==> src/rtl/aurora_pkg.sv <==
// Shared widths and encodings for the 64b/66b lane.
// Imported by every RTL module and by the testbench.
`default_nettype none

package aurora_pkg;

    // block and gearbox widths
    localparam int PAYLOAD_W  = 64;
    localparam int HDR_W      = 2;
    localparam int BLOCK_W    = PAYLOAD_W + HDR_W;
    localparam int WORD_W     = 32;
    localparam int BYTE_W     = 8;
    localparam int WORD_BEATS = WORD_W / BYTE_W;

    // sync header, only 01 and 10 are legal
    typedef enum logic [HDR_W-1:0] {
        SH_BAD0 = 2'b00,
        SH_DATA = 2'b01,
        SH_CTRL = 2'b10,
        SH_BAD3 = 2'b11
    } sync_hdr_e;

    // block sync states
    typedef enum logic {
        BS_SEARCH = 1'b0,
        BS_LOCKED = 1'b1
    } bsync_state_e;

endpackage

`default_nettype wire

==> src/rtl/tx_lane.sv <==
// Transmit path of the lane: 66-to-32 gearbox feeding a 32-to-8 byte serialiser.
// Blocks are requested with data_next_o, bytes leave on every clk160 cycle.
`timescale 1ns/1ps
`default_nettype none

module tx_lane
    import aurora_pkg::*;
(
    input  logic                 clk160,
    input  logic                 rst,
    input  logic [PAYLOAD_W-1:0] data_i,
    input  sync_hdr_e            sync_i,
    output logic                 data_next_o,
    output logic [BYTE_W-1:0]    byte_o
);

    // buffer plus one incoming block
    localparam int CAT_W  = BLOCK_W + WORD_W;
    localparam int FILL_W = $clog2(CAT_W + 1);
    localparam int BEAT_W = $clog2(WORD_BEATS);

    logic [BEAT_W-1:0] beat_q;
    logic              slot;
    logic              need_blk;
    logic [BLOCK_W-1:0] bits_q;
    logic [FILL_W-1:0]  fill_q;
    logic [CAT_W-1:0]   cat;
    logic [FILL_W-1:0]  cat_fill;
    logic [WORD_W-1:0]  shreg_q;

    // ============================================================
    // gearbox
    // ============================================================

    // word slot on the last beat, so the first slot comes 4 cycles out of reset
    assign slot     = (beat_q == BEAT_W'(WORD_BEATS - 1));
    // top up when the buffer cannot cover a whole word
    assign need_blk = slot && (fill_q < FILL_W'(WORD_W));

    always_comb begin
        cat      = {{WORD_W{1'b0}}, bits_q};
        cat_fill = fill_q;
        if (need_blk) begin
            // header in the low bits so it goes out first
            cat      = cat | ({{WORD_W{1'b0}}, data_i, sync_i} << fill_q);
            cat_fill = fill_q + FILL_W'(BLOCK_W);
        end
    end

    // capture happens in the pulse cycle itself
    assign data_next_o = need_blk;

    always_ff @(posedge clk160) begin
        if (rst) begin
            beat_q  <= '0;
            fill_q  <= '0;
            bits_q  <= '0;
            shreg_q <= '0;
        end else begin
            if (slot) begin
                beat_q <= '0;
            end else begin
                beat_q <= beat_q + 1'b1;
            end

            if (slot) begin
                // oldest 32 bits go to the serialiser, rest stays buffered
                bits_q  <= cat[CAT_W-1:WORD_W];
                fill_q  <= cat_fill - FILL_W'(WORD_W);
                shreg_q <= cat[WORD_W-1:0];
            end else begin
                // serialiser, LSB byte first
                shreg_q <= shreg_q >> BYTE_W;
            end
        end
    end

    // ============================================================
    // line byte
    // ============================================================
    assign byte_o = shreg_q[BYTE_W-1:0];

    // slots are WORD_BEATS apart, so requests can never run back to back
    a_no_double_next: assert property (
        @(posedge clk160) disable iff (rst)
        data_next_o |=> !data_next_o
    ) else $error("tx_lane: data_next_o high in consecutive cycles");

endmodule

`default_nettype wire

==> src/rtl/rx_gearbox.sv <==
// Receive path of the lane: bytes to 32-bit words, words to 66-bit blocks.
// A slip pulse drops one buffered bit to move the block boundary.
`timescale 1ns/1ps
`default_nettype none

module rx_gearbox
    import aurora_pkg::*;
(
    input  logic               clk160,
    input  logic               rst,
    input  logic [BYTE_W-1:0]  byte_i,
    input  logic               slip_i,
    output logic [BLOCK_W-1:0] block_o,
    output logic               block_valid_o
);

    // leftover below one block plus one word
    localparam int CAT_W  = BLOCK_W + WORD_W;
    localparam int FILL_W = $clog2(CAT_W + 1);
    localparam int BEAT_W = $clog2(WORD_BEATS);

    logic [BEAT_W-1:0] beat_q;
    logic [WORD_W-1:0] word_q;
    logic [WORD_W-1:0] word_full;
    logic              word_done;
    logic [CAT_W-1:0]  buf_q;
    logic [FILL_W-1:0] fill_q;
    logic              emit;
    logic [CAT_W-1:0]  rem_buf;
    logic [FILL_W-1:0] rem_fill;
    logic [CAT_W-1:0]  cat_buf;
    logic [FILL_W-1:0] cat_fill;
    logic              slip_pend_q;
    logic              slip_req;
    logic              slip_go;

    // ============================================================
    // byte to word
    // ============================================================
    assign word_done = (beat_q == BEAT_W'(WORD_BEATS - 1));
    // first byte received ends up in the low byte
    assign word_full = {byte_i, word_q[WORD_W-1:BYTE_W]};

    // ============================================================
    // word to block
    // ============================================================
    assign emit = (fill_q >= FILL_W'(BLOCK_W));

    always_comb begin
        // take out the block being emitted
        rem_buf  = buf_q;
        rem_fill = fill_q;
        if (emit) begin
            rem_buf  = buf_q >> BLOCK_W;
            rem_fill = fill_q - FILL_W'(BLOCK_W);
        end
        // append the new word above what is left
        cat_buf  = rem_buf;
        cat_fill = rem_fill;
        if (word_done) begin
            cat_buf  = rem_buf | ({{BLOCK_W{1'b0}}, word_full} << rem_fill);
            cat_fill = rem_fill + FILL_W'(WORD_W);
        end
        // an empty buffer holds the slip until a bit is there to drop
        slip_req = slip_i || slip_pend_q;
        slip_go  = slip_req && (cat_fill != '0);
    end

    always_ff @(posedge clk160) begin
        if (rst) begin
            beat_q        <= '0;
            buf_q         <= '0;
            fill_q        <= '0;
            slip_pend_q   <= 1'b0;
            block_valid_o <= 1'b0;
        end else begin
            if (word_done) begin
                beat_q <= '0;
            end else begin
                beat_q <= beat_q + 1'b1;
            end
            if (slip_go) begin
                buf_q  <= cat_buf >> 1;
                fill_q <= cat_fill - 1'b1;
            end else begin
                buf_q  <= cat_buf;
                fill_q <= cat_fill;
            end
            slip_pend_q   <= slip_req && !slip_go;
            block_valid_o <= emit;
        end
    end

    // payload path
    always_ff @(posedge clk160) begin
        word_q <= word_full;
        if (emit) begin
            block_o <= buf_q[BLOCK_W-1:0];
        end
    end

    // one word per 4 cycles is less than one block, so blocks never pile up
    a_no_double_valid: assert property (
        @(posedge clk160) disable iff (rst)
        block_valid_o |=> !block_valid_o
    ) else $error("rx_gearbox: block_valid_o high in consecutive cycles");

endmodule

`default_nettype wire

==> src/rtl/block_sync.sv <==
// Block synchroniser: checks sync headers, declares lock and asks for slips.
// Fed by rx_gearbox blocks, slip_o goes straight back to the gearbox.
`timescale 1ns/1ps
`default_nettype none

module block_sync
    import aurora_pkg::*;
#(
    parameter int SH_CNT_MAX     = 64,
    parameter int SH_INVALID_MAX = 16
) (
    input  logic      clk160,
    input  logic      rst,
    input  sync_hdr_e hdr_i,
    input  logic      hdr_valid_i,
    output logic      slip_o,
    output logic      lock_o
);

    localparam int CNT_W = $clog2(SH_CNT_MAX + 1);
    localparam int INV_W = $clog2(SH_INVALID_MAX + 1);

    bsync_state_e     state_q;
    logic [CNT_W-1:0] sh_cnt_q;
    logic [INV_W-1:0] inv_cnt_q;
    logic [INV_W-1:0] inv_cnt_nxt;
    logic             skip_q;
    logic             hdr_ok;
    logic             window_end;

    assign hdr_ok      = (hdr_i == SH_DATA) || (hdr_i == SH_CTRL);
    assign window_end  = (sh_cnt_q == CNT_W'(SH_CNT_MAX - 1));
    assign inv_cnt_nxt = inv_cnt_q + INV_W'(!hdr_ok);

    // ============================================================
    // lock FSM
    // ============================================================
    always_ff @(posedge clk160) begin
        if (rst) begin
            state_q   <= BS_SEARCH;
            sh_cnt_q  <= '0;
            inv_cnt_q <= '0;
            skip_q    <= 1'b0;
            slip_o    <= 1'b0;
        end else begin
            slip_o <= 1'b0;
            if (hdr_valid_i) begin
                if (skip_q) begin
                    // block right after a slip may span the old boundary
                    skip_q <= 1'b0;
                end else begin
                    case (state_q)
                        BS_SEARCH: begin
                            if (!hdr_ok) begin
                                slip_o   <= 1'b1;
                                skip_q   <= 1'b1;
                                sh_cnt_q <= '0;
                            end else if (window_end) begin
                                // full run of good headers
                                state_q   <= BS_LOCKED;
                                sh_cnt_q  <= '0;
                                inv_cnt_q <= '0;
                            end else begin
                                sh_cnt_q <= sh_cnt_q + 1'b1;
                            end
                        end
                        BS_LOCKED: begin
                            if (inv_cnt_nxt == INV_W'(SH_INVALID_MAX)) begin
                                // too many bad headers in this window
                                state_q   <= BS_SEARCH;
                                slip_o    <= 1'b1;
                                skip_q    <= 1'b1;
                                sh_cnt_q  <= '0;
                                inv_cnt_q <= '0;
                            end else if (window_end) begin
                                sh_cnt_q  <= '0;
                                inv_cnt_q <= '0;
                            end else begin
                                sh_cnt_q  <= sh_cnt_q + 1'b1;
                                inv_cnt_q <= inv_cnt_nxt;
                            end
                        end
                        default: state_q <= BS_SEARCH;
                    endcase
                end
            end
        end
    end

    assign lock_o = (state_q == BS_LOCKED);

    // a slip is only ever issued while searching
    a_no_slip_locked: assert property (
        @(posedge clk160) disable iff (rst)
        slip_o |-> (state_q == BS_SEARCH)
    ) else $error("block_sync: slip while locked");

endmodule

`default_nettype wire

==> src/rtl/aurora_lane.sv <==
// Top level of one 64b/66b lane on clk160: transmit gearbox, receive gearbox, block sync.
// Payload and header come out only while the lane is locked.
`timescale 1ns/1ps
`default_nettype none

module aurora_lane
    import aurora_pkg::*;
#(
    parameter int SH_CNT_MAX     = 64,
    parameter int SH_INVALID_MAX = 16
) (
    input  logic                 clk160,
    input  logic                 rst,
    // transmit
    input  logic [PAYLOAD_W-1:0] tx_data_i,
    input  sync_hdr_e            tx_sync_i,
    output logic                 tx_data_next_o,
    output logic [BYTE_W-1:0]    tx_byte_o,
    // receive
    input  logic [BYTE_W-1:0]    rx_byte_i,
    output logic [PAYLOAD_W-1:0] rx_data_o,
    output sync_hdr_e            rx_sync_o,
    output logic                 rx_valid_o,
    output logic                 block_lock_o
);

    logic [BLOCK_W-1:0] rx_block;
    logic               rx_block_valid;
    logic               slip;

    tx_lane u_tx_lane (
        .clk160      (clk160),
        .rst         (rst),
        .data_i      (tx_data_i),
        .sync_i      (tx_sync_i),
        .data_next_o (tx_data_next_o),
        .byte_o      (tx_byte_o)
    );

    rx_gearbox u_rx_gearbox (
        .clk160        (clk160),
        .rst           (rst),
        .byte_i        (rx_byte_i),
        .slip_i        (slip),
        .block_o       (rx_block),
        .block_valid_o (rx_block_valid)
    );

    // header sits in the low bits of the block
    assign rx_sync_o = sync_hdr_e'(rx_block[HDR_W-1:0]);
    assign rx_data_o = rx_block[BLOCK_W-1:HDR_W];

    block_sync #(
        .SH_CNT_MAX     (SH_CNT_MAX),
        .SH_INVALID_MAX (SH_INVALID_MAX)
    ) u_block_sync (
        .clk160      (clk160),
        .rst         (rst),
        .hdr_i       (rx_sync_o),
        .hdr_valid_i (rx_block_valid),
        .slip_o      (slip),
        .lock_o      (block_lock_o)
    );

    // deliver only aligned blocks
    assign rx_valid_o = rx_block_valid && block_lock_o;

endmodule

`default_nettype wire

==> config.mk <==
export PLATFORM = sky130hd
export DESIGN_NAME = aurora_lane
export DESIGN_NICKNAME = d
export VERILOG_FILES = /design/src/rtl/aurora_pkg.sv /design/src/rtl/tx_lane.sv /design/src/rtl/rx_gearbox.sv /design/src/rtl/block_sync.sv /design/src/rtl/aurora_lane.sv
export SDC_FILE = /design/constraint.sdc
export NUM_CORES = 1
export LEC_CHECK = 0
export BUFFER_PORTS_ARGS = -buffer_cell sky130_fd_sc_hd__clkbuf_2
export CAP_MARGIN = 10
export CORE_UTILIZATION = 40
export DETAILED_ROUTE_END_ITERATION = 8
export GPL_ROUTABILITY_DRIVEN = 0
export HOLD_SLACK_MARGIN = 0.12
export PLACE_DENSITY = 0.64
export SLEW_MARGIN = 10
export SYNTH_ARGS = -nofsm -noshare
export SYNTH_HDL_FRONTEND = slang
export SYNTH_SLANG_ARGS = --single-unit
==> constraint.sdc <==
create_clock -name clk160 -period 6.6 [get_ports clk160]
set_input_delay 0.33 -clock clk160 [delete_from_list [all_inputs] [get_ports clk160]]
set_output_delay 0.33 -clock clk160 [all_outputs]
set_load 0.01 [all_outputs]
==> flow_metrics.py, run 1 <==
metrics = {
    "outcome": {
        "outcome": "completed",
    },
    "timing": {
        "finalHoldViolations": 0,
        "worst_slack_ns": 2.17,
        "finalSetupViolCount": 0,
        "fmax_mhz": 226,
        "rsz0062_at_grt": "no",
        "finalMaxSlewViolations": 0,
        "period_share": 0.671,
        "min_period_ns": 4.43,
        "fin_tns_setup_ns": 0,
        "relSlewSlack": 0.115,
        "skew_ns": 0.0280,
        "tightest_slew_ns": 1.31,
    },
    "logic_synthesis": {
        "synth_top_area_share": 0.260,
        "syn_inst": 2183,
        "ys_seq_elements": 320,
        "ys.flop_type": "dfxtp_1",
        "synth_top_cell_by_area": "dfxtp_1",
        "syn_area_um2": 19600,
        "ys_seq_area_frac": 0.361,
        "syn_area_per_cell_um2": 8.96,
        "synth_area_leaders": "dfxtp_1 (26%), edfxtp_1 (10%), mux4_2 (8.2%)",
        "synth-edff-count": 66,
        "yosysWarnings": 0,
        "synth_nets": 2266,
        "async_flop_share": 0,
        "yosysUniqueCellTypes": 106,
    },
    "clocking": {
        "clk_pin_slew_ns": 0.06,
        "numClockSinks": 320,
        "clock_path_buffers": 3,
        "clk_latency_ns": 0.57,
        "ctsRootBufferMaster": "clkbuf_16",
        "cts_buffers": 37,
        "cts_tree": "yes",
        "htreeDepth": 2,
    },
    "critical_path": {
        "cpMaxStageDelayCell": "ha_1",
        "worst_ep_arrival_time_ns": 4.91,
        "r2r_end": "u_rx_gearbox.buf_q[59]$_SDFF_PP0_",
        "ff2ff_path_depth": 9,
        "setup.worst_path.class": "reg -> reg",
        "worstSetupEndpointType": "flop",
        "path_cells": "buf_4, inv_1, ha_1, a211o_1, and2_1, o21ai_1, mux2i_1, a221oi_1, a211oi_1",
        "critPathLaunchType": "flop",
        "cp_max_fo": 23,
        "cp_top_family": "compound AO/OA/AOI/OAI gates",
        "cpPeakStageDelay_ns": 0.83,
        "crit_required_ns": 7.08,
        "path_buf_inv": 2,
        "r2r-start": "u_rx_gearbox.fill_q[2]$_SDFF_PP0_",
        "r2r_slack_ns": 2.17,
    },
    "drt": {
        "num_vias": 18800,
        "drt-initial-drc-count": 2971,
        "antenna_left": 0,
        "routedWlPerCell_um": 24.0,
        "drt-pass1-iter-count": 7,
        "viasPerCell": 6.57,
        "wl_um": 68700,
        "drc": 0,
    },
    "pwr": {
        "p_int_mw": 3.38,
        "p_seq_frac": 0.448,
        "p_per_area_nw_per_um2": 212,
        "p_leak_nw": 7.43,
        "p_total_mw": 4.63,
        "ir_drop_mv": 0.178,
        "switching_share": 0.271,
        "combPwrFrac": 0.121,
        "p_clk_frac": 0.432,
        "switching_power_mw": 1.26,
    },
    "die": {
        "core_area_um2": 47900,
        "die_y_um": 223,
        "boundaryPins": 153,
        "placementRows": 80,
        "die_area_um2": 49800,
        "start_util": 0.408,
        "dieWidth_um": 223,
    },
    "grt": {
        "grt_pass1_vias": 16900,
        "grt_pass1_wl_um": 104000,
        "grt_use_total": 0.269,
        "grt_max_degree": 122,
        "antenna_found_initial": 1,
        "grt_overflow_total": 0,
    },
    "finish": {
        "seq_area_um2": 7080,
        "nFillCells": 4555,
        "nNetsFinal": 2302,
        "final_cells": 2861,
        "multi_input_area_um2": 11600,
        "drive_above_1_share": 0.191,
        "layout-area-overhead-vs-synth_pct": 11.5,
    },
    "min_path": {
        "hp-class": "in -> reg",
        "hold_depth": 2,
        "min_to": "u_rx_gearbox.buf_q[0]$_SDFF_PP0_",
        "min-delay-start": "rst",
    },
    "job": {
        "maxCapViolCount": 0,
    },
    "place": {
        "place_hpwl_um": 48800,
        "dp_cells": 2787,
        "portBuffers": 152,
        "place_ws_ns": 2.36,
    },
}
sequential cells by signal, indices dropped and copies added (netlist names):
signal                      count
u_rx_gearbox.block_o           66
u_block_sync.lock_o             1
u_block_sync.slip_o             1
u_tx_lane.shreg_q              32
u_tx_lane.beat_q                2
u_rx_gearbox.word_q            24
u_tx_lane.bits_q               66
u_rx_gearbox.block_valid_o      1
u_rx_gearbox.fill_q             7
u_block_sync.inv_cnt_q          5
u_rx_gearbox.buf_q             98
u_rx_gearbox.beat_q             2
u_block_sync.sh_cnt_q           7
u_rx_gearbox.slip_pend_q        1
u_block_sync.skip_q             1
u_tx_lane.fill_q                6
worst reg2reg max path, delay by kind of cell (launching register included):
kind	cells	cell delay [ns]
AO/OA/AOI/OAI	4	1.15
adder cells (fa/ha/maj)	1	0.83
AND/OR/NAND/NOR	1	0.81
multiplexers	1	0.81
buffers and inverters	2	0.45
flip-flops	1	0.32
synthesized netlist by cell type (8+ instances only):
cell	instances
and3_1	10
a32oi_1	9
nor2_1	342
nor2b_1	8
buf_4	18
a222oi_1	8
nand2b_1	15
o221ai_1	19
clkbuf_1	106
edfxtp_1	66
nand4_1	9
nand3_1	42
o22ai_1	48
dfxtp_1	254
mux4_2	71
a21oi_1	156
o211ai_1	23
nor3_1	50
a22oi_1	31
o21ai_0	80
buf_2	42
a211oi_1	123
a221oi_1	40
buf_1	29
a21o_1	12
and2_1	15
mux2i_1	133
mux2_2	37
inv_1	14
a31oi_1	15
a22o_1	12
a211o_1	8
nand2_1	163
metal layers:
layer	vias to the layer above	part of all wire	global-route usage
met5	-	0	0
met4	0	0.049	0.117
met3	253	0.11	0.0620
met2	1129	0.41	0.382
met1	9041	0.43	0.388
li1	8377	-	-
cell families after synthesis:
logic type / after synthesis / synth area share
AO/OA/AOI/OAI: 682 / 0.246
XOR/XNOR: 6 / 0.00269
adder cells (fa/ha/maj): 7 / 0.00448
buffers and inverters: 219 / 0.0506
flip-flops: 320 / 0.361
multiplexers: 244 / 0.174
AND/OR/NAND/NOR: 705 / 0.161
power by group through the flow:
| stage | clock, mW | combinational [mW] | sequential (mW) |
|---|---|---|---|
| final | 2.00 | 0.558 | 2.07 |
| after global routing | 2.11 | 0.595 | 2.08 |
| after CTS | 2.03 | 0.540 | 2.07 |
| after detailed placement | 0 | 0.534 | 2.12 |
| after global placement | 0 | 0.529 | 2.11 |
| after floorplan | 0 | 0.372 | 2.10 |
repair_timing:
action	4_1_cts	5_1_grt
hold endpoints to repair	8	0
hold buffers	8	0
resized for setup	0	0
buffers inserted	0	0
through the flow:
| stage | cell area [um^2] | utilization | hold slack [ns] |
|---|---|---|---|
| global placement | 20500 | 0.428 | 0.367 |
| floorplan | 19600 | - | 0.342 |
| CTS | 21800 | 0.455 | 0.191 |
| detailed placement | 20500 | 0.428 | 0.360 |
| global route | 21800 | 0.455 | 0.237 |
| finish | 21800 | 0.455 | 0.202 |
how the worst max path moves through the flow:
| stage | startpoint | end | cells after the start | slack, ns |
|---|---|---|---|---|
| 2_1_floorplan | u_rx_gearbox.fill_q[1]$_SDFF_PP0_ | u_rx_gearbox.buf_q[1]$_SDFF_PP0_ | 15 | 1.97 |
| 3_3_place_gp | u_rx_gearbox.fill_q[2]$_SDFF_PP0_ | u_rx_gearbox.buf_q[60]$_SDFF_PP0_ | 10 | 2.41 |
| 3_5_place_dp | u_rx_gearbox.fill_q[2]$_SDFF_PP0_ | u_rx_gearbox.buf_q[60]$_SDFF_PP0_ | 10 | 2.36 |
| 4_1_cts | u_rx_gearbox.fill_q[2]$_SDFF_PP0_ | u_rx_gearbox.buf_q[60]$_SDFF_PP0_ | 10 | 2.34 |
| 5_1_grt | u_rx_gearbox.fill_q[2]$_SDFF_PP0_ | u_rx_gearbox.fill_q[1]$_SDFF_PP0_ | 12 | 2.01 |
| 6_report | u_rx_gearbox.fill_q[2]$_SDFF_PP0_ | u_rx_gearbox.buf_q[59]$_SDFF_PP0_ | 9 | 2.17 |
cell type report:
cell class                 count  share of cell area
clock inverter                18             0.00746
timing repair buffer         199              0.0528
sequential                   320               0.325
tap                          615              0.0353
clock buffer                  47              0.0465
inverter                      17             0.00304
multi-input combinational   1644               0.530
antenna                        1            0.000115
cells in the final DEF, fill, tap and decap left out, types with 7 or more instances in the layout:
cell             n
clkbuf_2       151
a32oi_1          9
nor3_1          50
o211ai_1        23
a211oi_1       123
or3_1            7
and3_1          10
a22o_1          12
o221ai_1        19
buf_4           38
nand3_1         42
a22oi_1         31
nor2b_1          8
a311oi_1         7
nand2b_1        15
a21o_1          11
o22ai_1         48
and2_1          15
edfxtp_1        66
dfxtp_1        248
a221oi_1        39
o21ai_0         80
mux2_2          37
nand4_1          9
a222oi_1         8
dlygate4sd3_1    8
clkbuf_16       37
mux2i_1        133
nand2_1        163
a211o_1          8
a21oi_1        156
nor2_1         341
a31oi_1         15
inv_1           14
o21ai_1          7
mux4_2          71
No activity file was read; power rests on OpenSTA's default activity.
==> run 2: changes to the inputs <==
--- a/config.mk
+++ b/config.mk
@@ -5,13 +5,14 @@
 export SDC_FILE = /design/constraint.sdc
 export NUM_CORES = 1
 export LEC_CHECK = 0
+export ABC_AREA = 1
 export BUFFER_PORTS_ARGS = -buffer_cell sky130_fd_sc_hd__clkbuf_2
 export CAP_MARGIN = 10
 export CORE_UTILIZATION = 40
 export DETAILED_ROUTE_END_ITERATION = 8
 export GPL_ROUTABILITY_DRIVEN = 0
 export HOLD_SLACK_MARGIN = 0.12
-export PLACE_DENSITY = 0.64
+export PLACE_DENSITY = 0.66
 export SLEW_MARGIN = 10
 export SYNTH_ARGS = -nofsm -noshare
 export SYNTH_HDL_FRONTEND = slang
==> constraint.sdc (replaced) <==
create_clock -name clk160 -period 3.6 [get_ports clk160]
set_input_delay 0.18 -clock clk160 [delete_from_list [all_inputs] [get_ports clk160]]
set_output_delay 0.18 -clock clk160 [all_outputs]
set_load 0.01 [all_outputs]
==> flow_metrics.py, run 2 <==
metrics = {
    "logic_synthesis": {
        "synth_area_leaders": "dfxtp_1 (28%), nand2_1 (21%), edfxtp_1 (11%)",
        "syn_inst": 2780,
        "ys_top_cells_by_count": "nand2_1 (1026), nand3_1 (387), o21ai_0 (289)",
        "synth_nets": 2863,
        "synth_top_area_share": 0.278,
        "synth-edff-count": 66,
        "ys_seq_elements": 320,
        "synth.most_common_cell": "nand2_1",
        "syn_area_um2": 18300,
        "yosysUniqueCellTypes": 44,
        "ys_seq_area_frac": 0.387,
        "yosysWarnings": 0,
        "synth_top_cell_by_area": "dfxtp_1",
        "syn_area_per_cell_um2": 6.57,
        "async_flop_share": 0,
        "ys.flop_type": "dfxtp_1",
    },
    "grt": {
        "grt_pass1_wl_um": 96000,
        "grt_max_degree": 77,
        "grt.busiest_layer": "met2",
        "grt_util_met2": 0.385,
        "met3_usage": 0.0589,
        "grt_pass1_vias": 17800,
        "antenna_found_initial": 3,
        "grt_overflow_total": 0,
        "grt_util_met1": 0.347,
        "grt_use_total": 0.256,
    },
    "critical_path": {
        "setup.worst_path.class": "reg -> reg",
        "cpMostUsedCell": "nand2_4",
        "critPathLaunchType": "flop",
        "path_cells": "inv_1, ha_1, nand3_1, nand2_2, nand2_4, buf_6, nand2_4, nand2_4, nand2_1, o21ai_1, nand2_1, nor2_1, a21oi_1, o22ai_1",
        "r2r-start": "u_rx_gearbox.fill_q[1]$_SDFF_PP0_",
        "worst_ep_arrival_time_ns": 3.80,
        "crit_required_ns": 4.07,
        "ff2ff_path_depth": 14,
        "r2r_end": "u_rx_gearbox.buf_q[2]$_SDFF_PP0_",
        "r2r_slack_ns": 0.27,
        "worstSetupEndpointType": "flop",
        "cpMaxStageDelayCell": "nor2_1",
        "cp_max_fo": 37,
        "cpPeakStageDelay_ns": 0.48,
    },
    "drt": {
        "antenna_left": 0,
        "wl_um": 60300,
        "viasPerCell": 5.65,
        "drc": 6,
        "drt-initial-drc-count": 2673,
        "num_vias": 19500,
        "routedWlPerCell_um": 17.5,
        "drt-pass1-iter-count": 9,
    },
    "place": {
        "portBuffers": 152,
        "place_hpwl_um": 43200,
    },
    "clocking": {
        "clock_path_buffers": 3,
        "htreeDepth": 2,
        "cts_setup_buffers": 0,
        "numClockSinks": 320,
        "clk_pin_slew_ns": 0.07,
        "ctsRootBufferMaster": "clkbuf_16",
        "clk_latency_ns": 0.56,
        "cts_buffers": 37,
        "cts_tree": "yes",
    },
    "min_path": {
        "min-delay-start": "tx_data_i[62]",
        "min_to": "u_tx_lane.bits_q[62]$_SDFFE_PP0P_",
        "hold_depth": 5,
        "hp-class": "in -> reg",
    },
    "die": {
        "die_y_um": 216,
        "start_util": 0.409,
        "core_area_um2": 44600,
        "boundaryPins": 153,
        "die_area_um2": 46500,
        "placementRows": 77,
        "dieWidth_um": 216,
    },
    "finish": {
        "final_util": 0.463,
        "layout_commonest_cell": "nand2_1",
        "nNetsFinal": 2913,
        "largest_reg_flops": 98,
        "diodes": 0,
        "final_cell_mix": "nand2_1 (1026), nand3_1 (387), o21ai_0 (289)",
        "drive_above_1_share": 0.104,
        "layout-area-overhead-vs-synth_pct": 13.1,
        "top_regs": "u_rx_gearbox.buf_q (98), u_rx_gearbox.block_o (66), u_tx_lane.bits_q (66)",
        "nFillCells": 4557,
        "top_register": "u_rx_gearbox.buf_q",
    },
    "pwr": {
        "p_leak_nw": 9.17,
        "p_total_mw": 8.80,
        "p_per_area_nw_per_um2": 426,
        "ir_drop_mv": 0.351,
    },
    "outcome": {
        "violations": "DRC",
        "outcome": "finished, violations left",
    },
    "timing": {
        "finalMaxSlewViolations": 0,
        "fmax_mhz": 300,
        "relSlewSlack": 0.294,
        "rsz0062_at_grt": "no",
        "period_share": 0.925,
        "tightest_slew_ns": 1.05,
        "min_period_ns": 3.33,
        "finalHoldViolations": 0,
        "skew_ns": 0.0252,
        "finalSetupViolCount": 0,
        "fin_tns_setup_ns": 0,
    },
    "job": {
        "maxCapViolCount": 0,
    },
}
run 2: cell types whose count changed in the layout (fill, tap and decap cells not counted), moves of 91 or more:
cell and change:
nand2_1 +863, nand3_1 +345, nor2_1 -210, o21ai_0 +209, a211oi_1 -122, mux2i_1 -114
inv_1 +111, a21oi_1 -91
run 2: cell families after synthesis:
| kind of cell | share of synthesized area |
|---|---|
| and+or+nand+nor | 0.364 |
| AOI/OAI and AO/OA | 0.151 |
| buffers and inverters | 0.0775 |
| DFF | 0.387 |
| muxes | 0.0104 |
| xor gates and xnor gates | 0.00527 |
| adders and majority gates | 0.00480 |
run 2: worst max-delay path, delay by kind of cell, from the launching register on:
family	cells	cell delay [ns]
fa+ha+maj	1	0.29
simple gates	8	1.49
compound gates	3	0.55
buf+inv	2	0.49
flops	1	0.41
run 2: layout make-up:
cell class / count / area [um^2] / area share
Clock inverter: 13 / 150 / 0.00727
Tap cell: 592 / 741 / 0.0359
Inverter: 143 / 541 / 0.0262
Sequential cell: 320 / 7070 / 0.342
Multi-Input combinational cell: 2127 / 9820 / 0.476
Timing Repair Buffer: 201 / 1230 / 0.0594
Clock buffer: 54 / 1100 / 0.0534
run 2: what timing repair did:
action / in CTS / in global routing
gates resized for setup: 0 / 6
setup endpoints to repair: 0 / 77
hold buffers: 10 / 0
endpoints found under the hold margin: 17 / 0
run 2: metal layers:
layer  wire [um]  part of all wire  up-vias
li1            -                 -     9340
met1       25700              0.43     8944
met2       25600              0.42     1011
met3        6000             0.099      206
met4        3020             0.050        6
met5          33           0.00055        -
run 2: per-stage QoR:
stage / hold WS [ns] / setup WS, ns / instances / cell area [um^2]
2_1_floorplan: 0.208 / 1.02 / 2780 / 18300
3_3_place_gp: 0.322 / 0.299 / 3373 / 19300
3_5_place_dp: 0.323 / 0.159 / 3373 / 19300
4_1_cts: 0.135 / 0.108 / 3450 / 20600
5_1_grt: 0.237 / 0.0967 / 3450 / 20700
6_report: 0.201 / 0.270 / 3450 / 20700
run 2: worst max-delay path by stage:
| stage | from | to | slack [ns] | cells past startpoint |
|---|---|---|---|---|
| after global routing | u_rx_gearbox.fill_q[1]$_SDFF_PP0_ | u_rx_gearbox.buf_q[75]$_SDFF_PP0_ | 0.1 | 18 |
| after CTS | u_rx_gearbox.fill_q[1]$_SDFF_PP0_ | u_rx_gearbox.buf_q[43]$_SDFF_PP0_ | 0.11 | 18 |
| final | u_rx_gearbox.fill_q[1]$_SDFF_PP0_ | u_rx_gearbox.buf_q[2]$_SDFF_PP0_ | 0.27 | 14 |
| after floorplan | u_rx_gearbox.fill_q[1]$_SDFF_PP0_ | u_rx_gearbox.buf_q[83]$_SDFF_PP0_ | 1.02 | 10 |
| after detailed placement | u_rx_gearbox.fill_q[1]$_SDFF_PP0_ | u_rx_gearbox.buf_q[43]$_SDFF_PP0_ | 0.16 | 18 |
| after global placement | u_rx_gearbox.fill_q[1]$_SDFF_PP0_ | u_rx_gearbox.buf_q[3]$_SDFF_PP0_ | 0.30 | 14 |
run 2: where the power goes:
part,total (mW),internal (mW),switching (mW)
Sequential,3.73,3.70,0.0338
Combinational,1.21,0.339,0.873
Clock,3.85,2.34,1.50
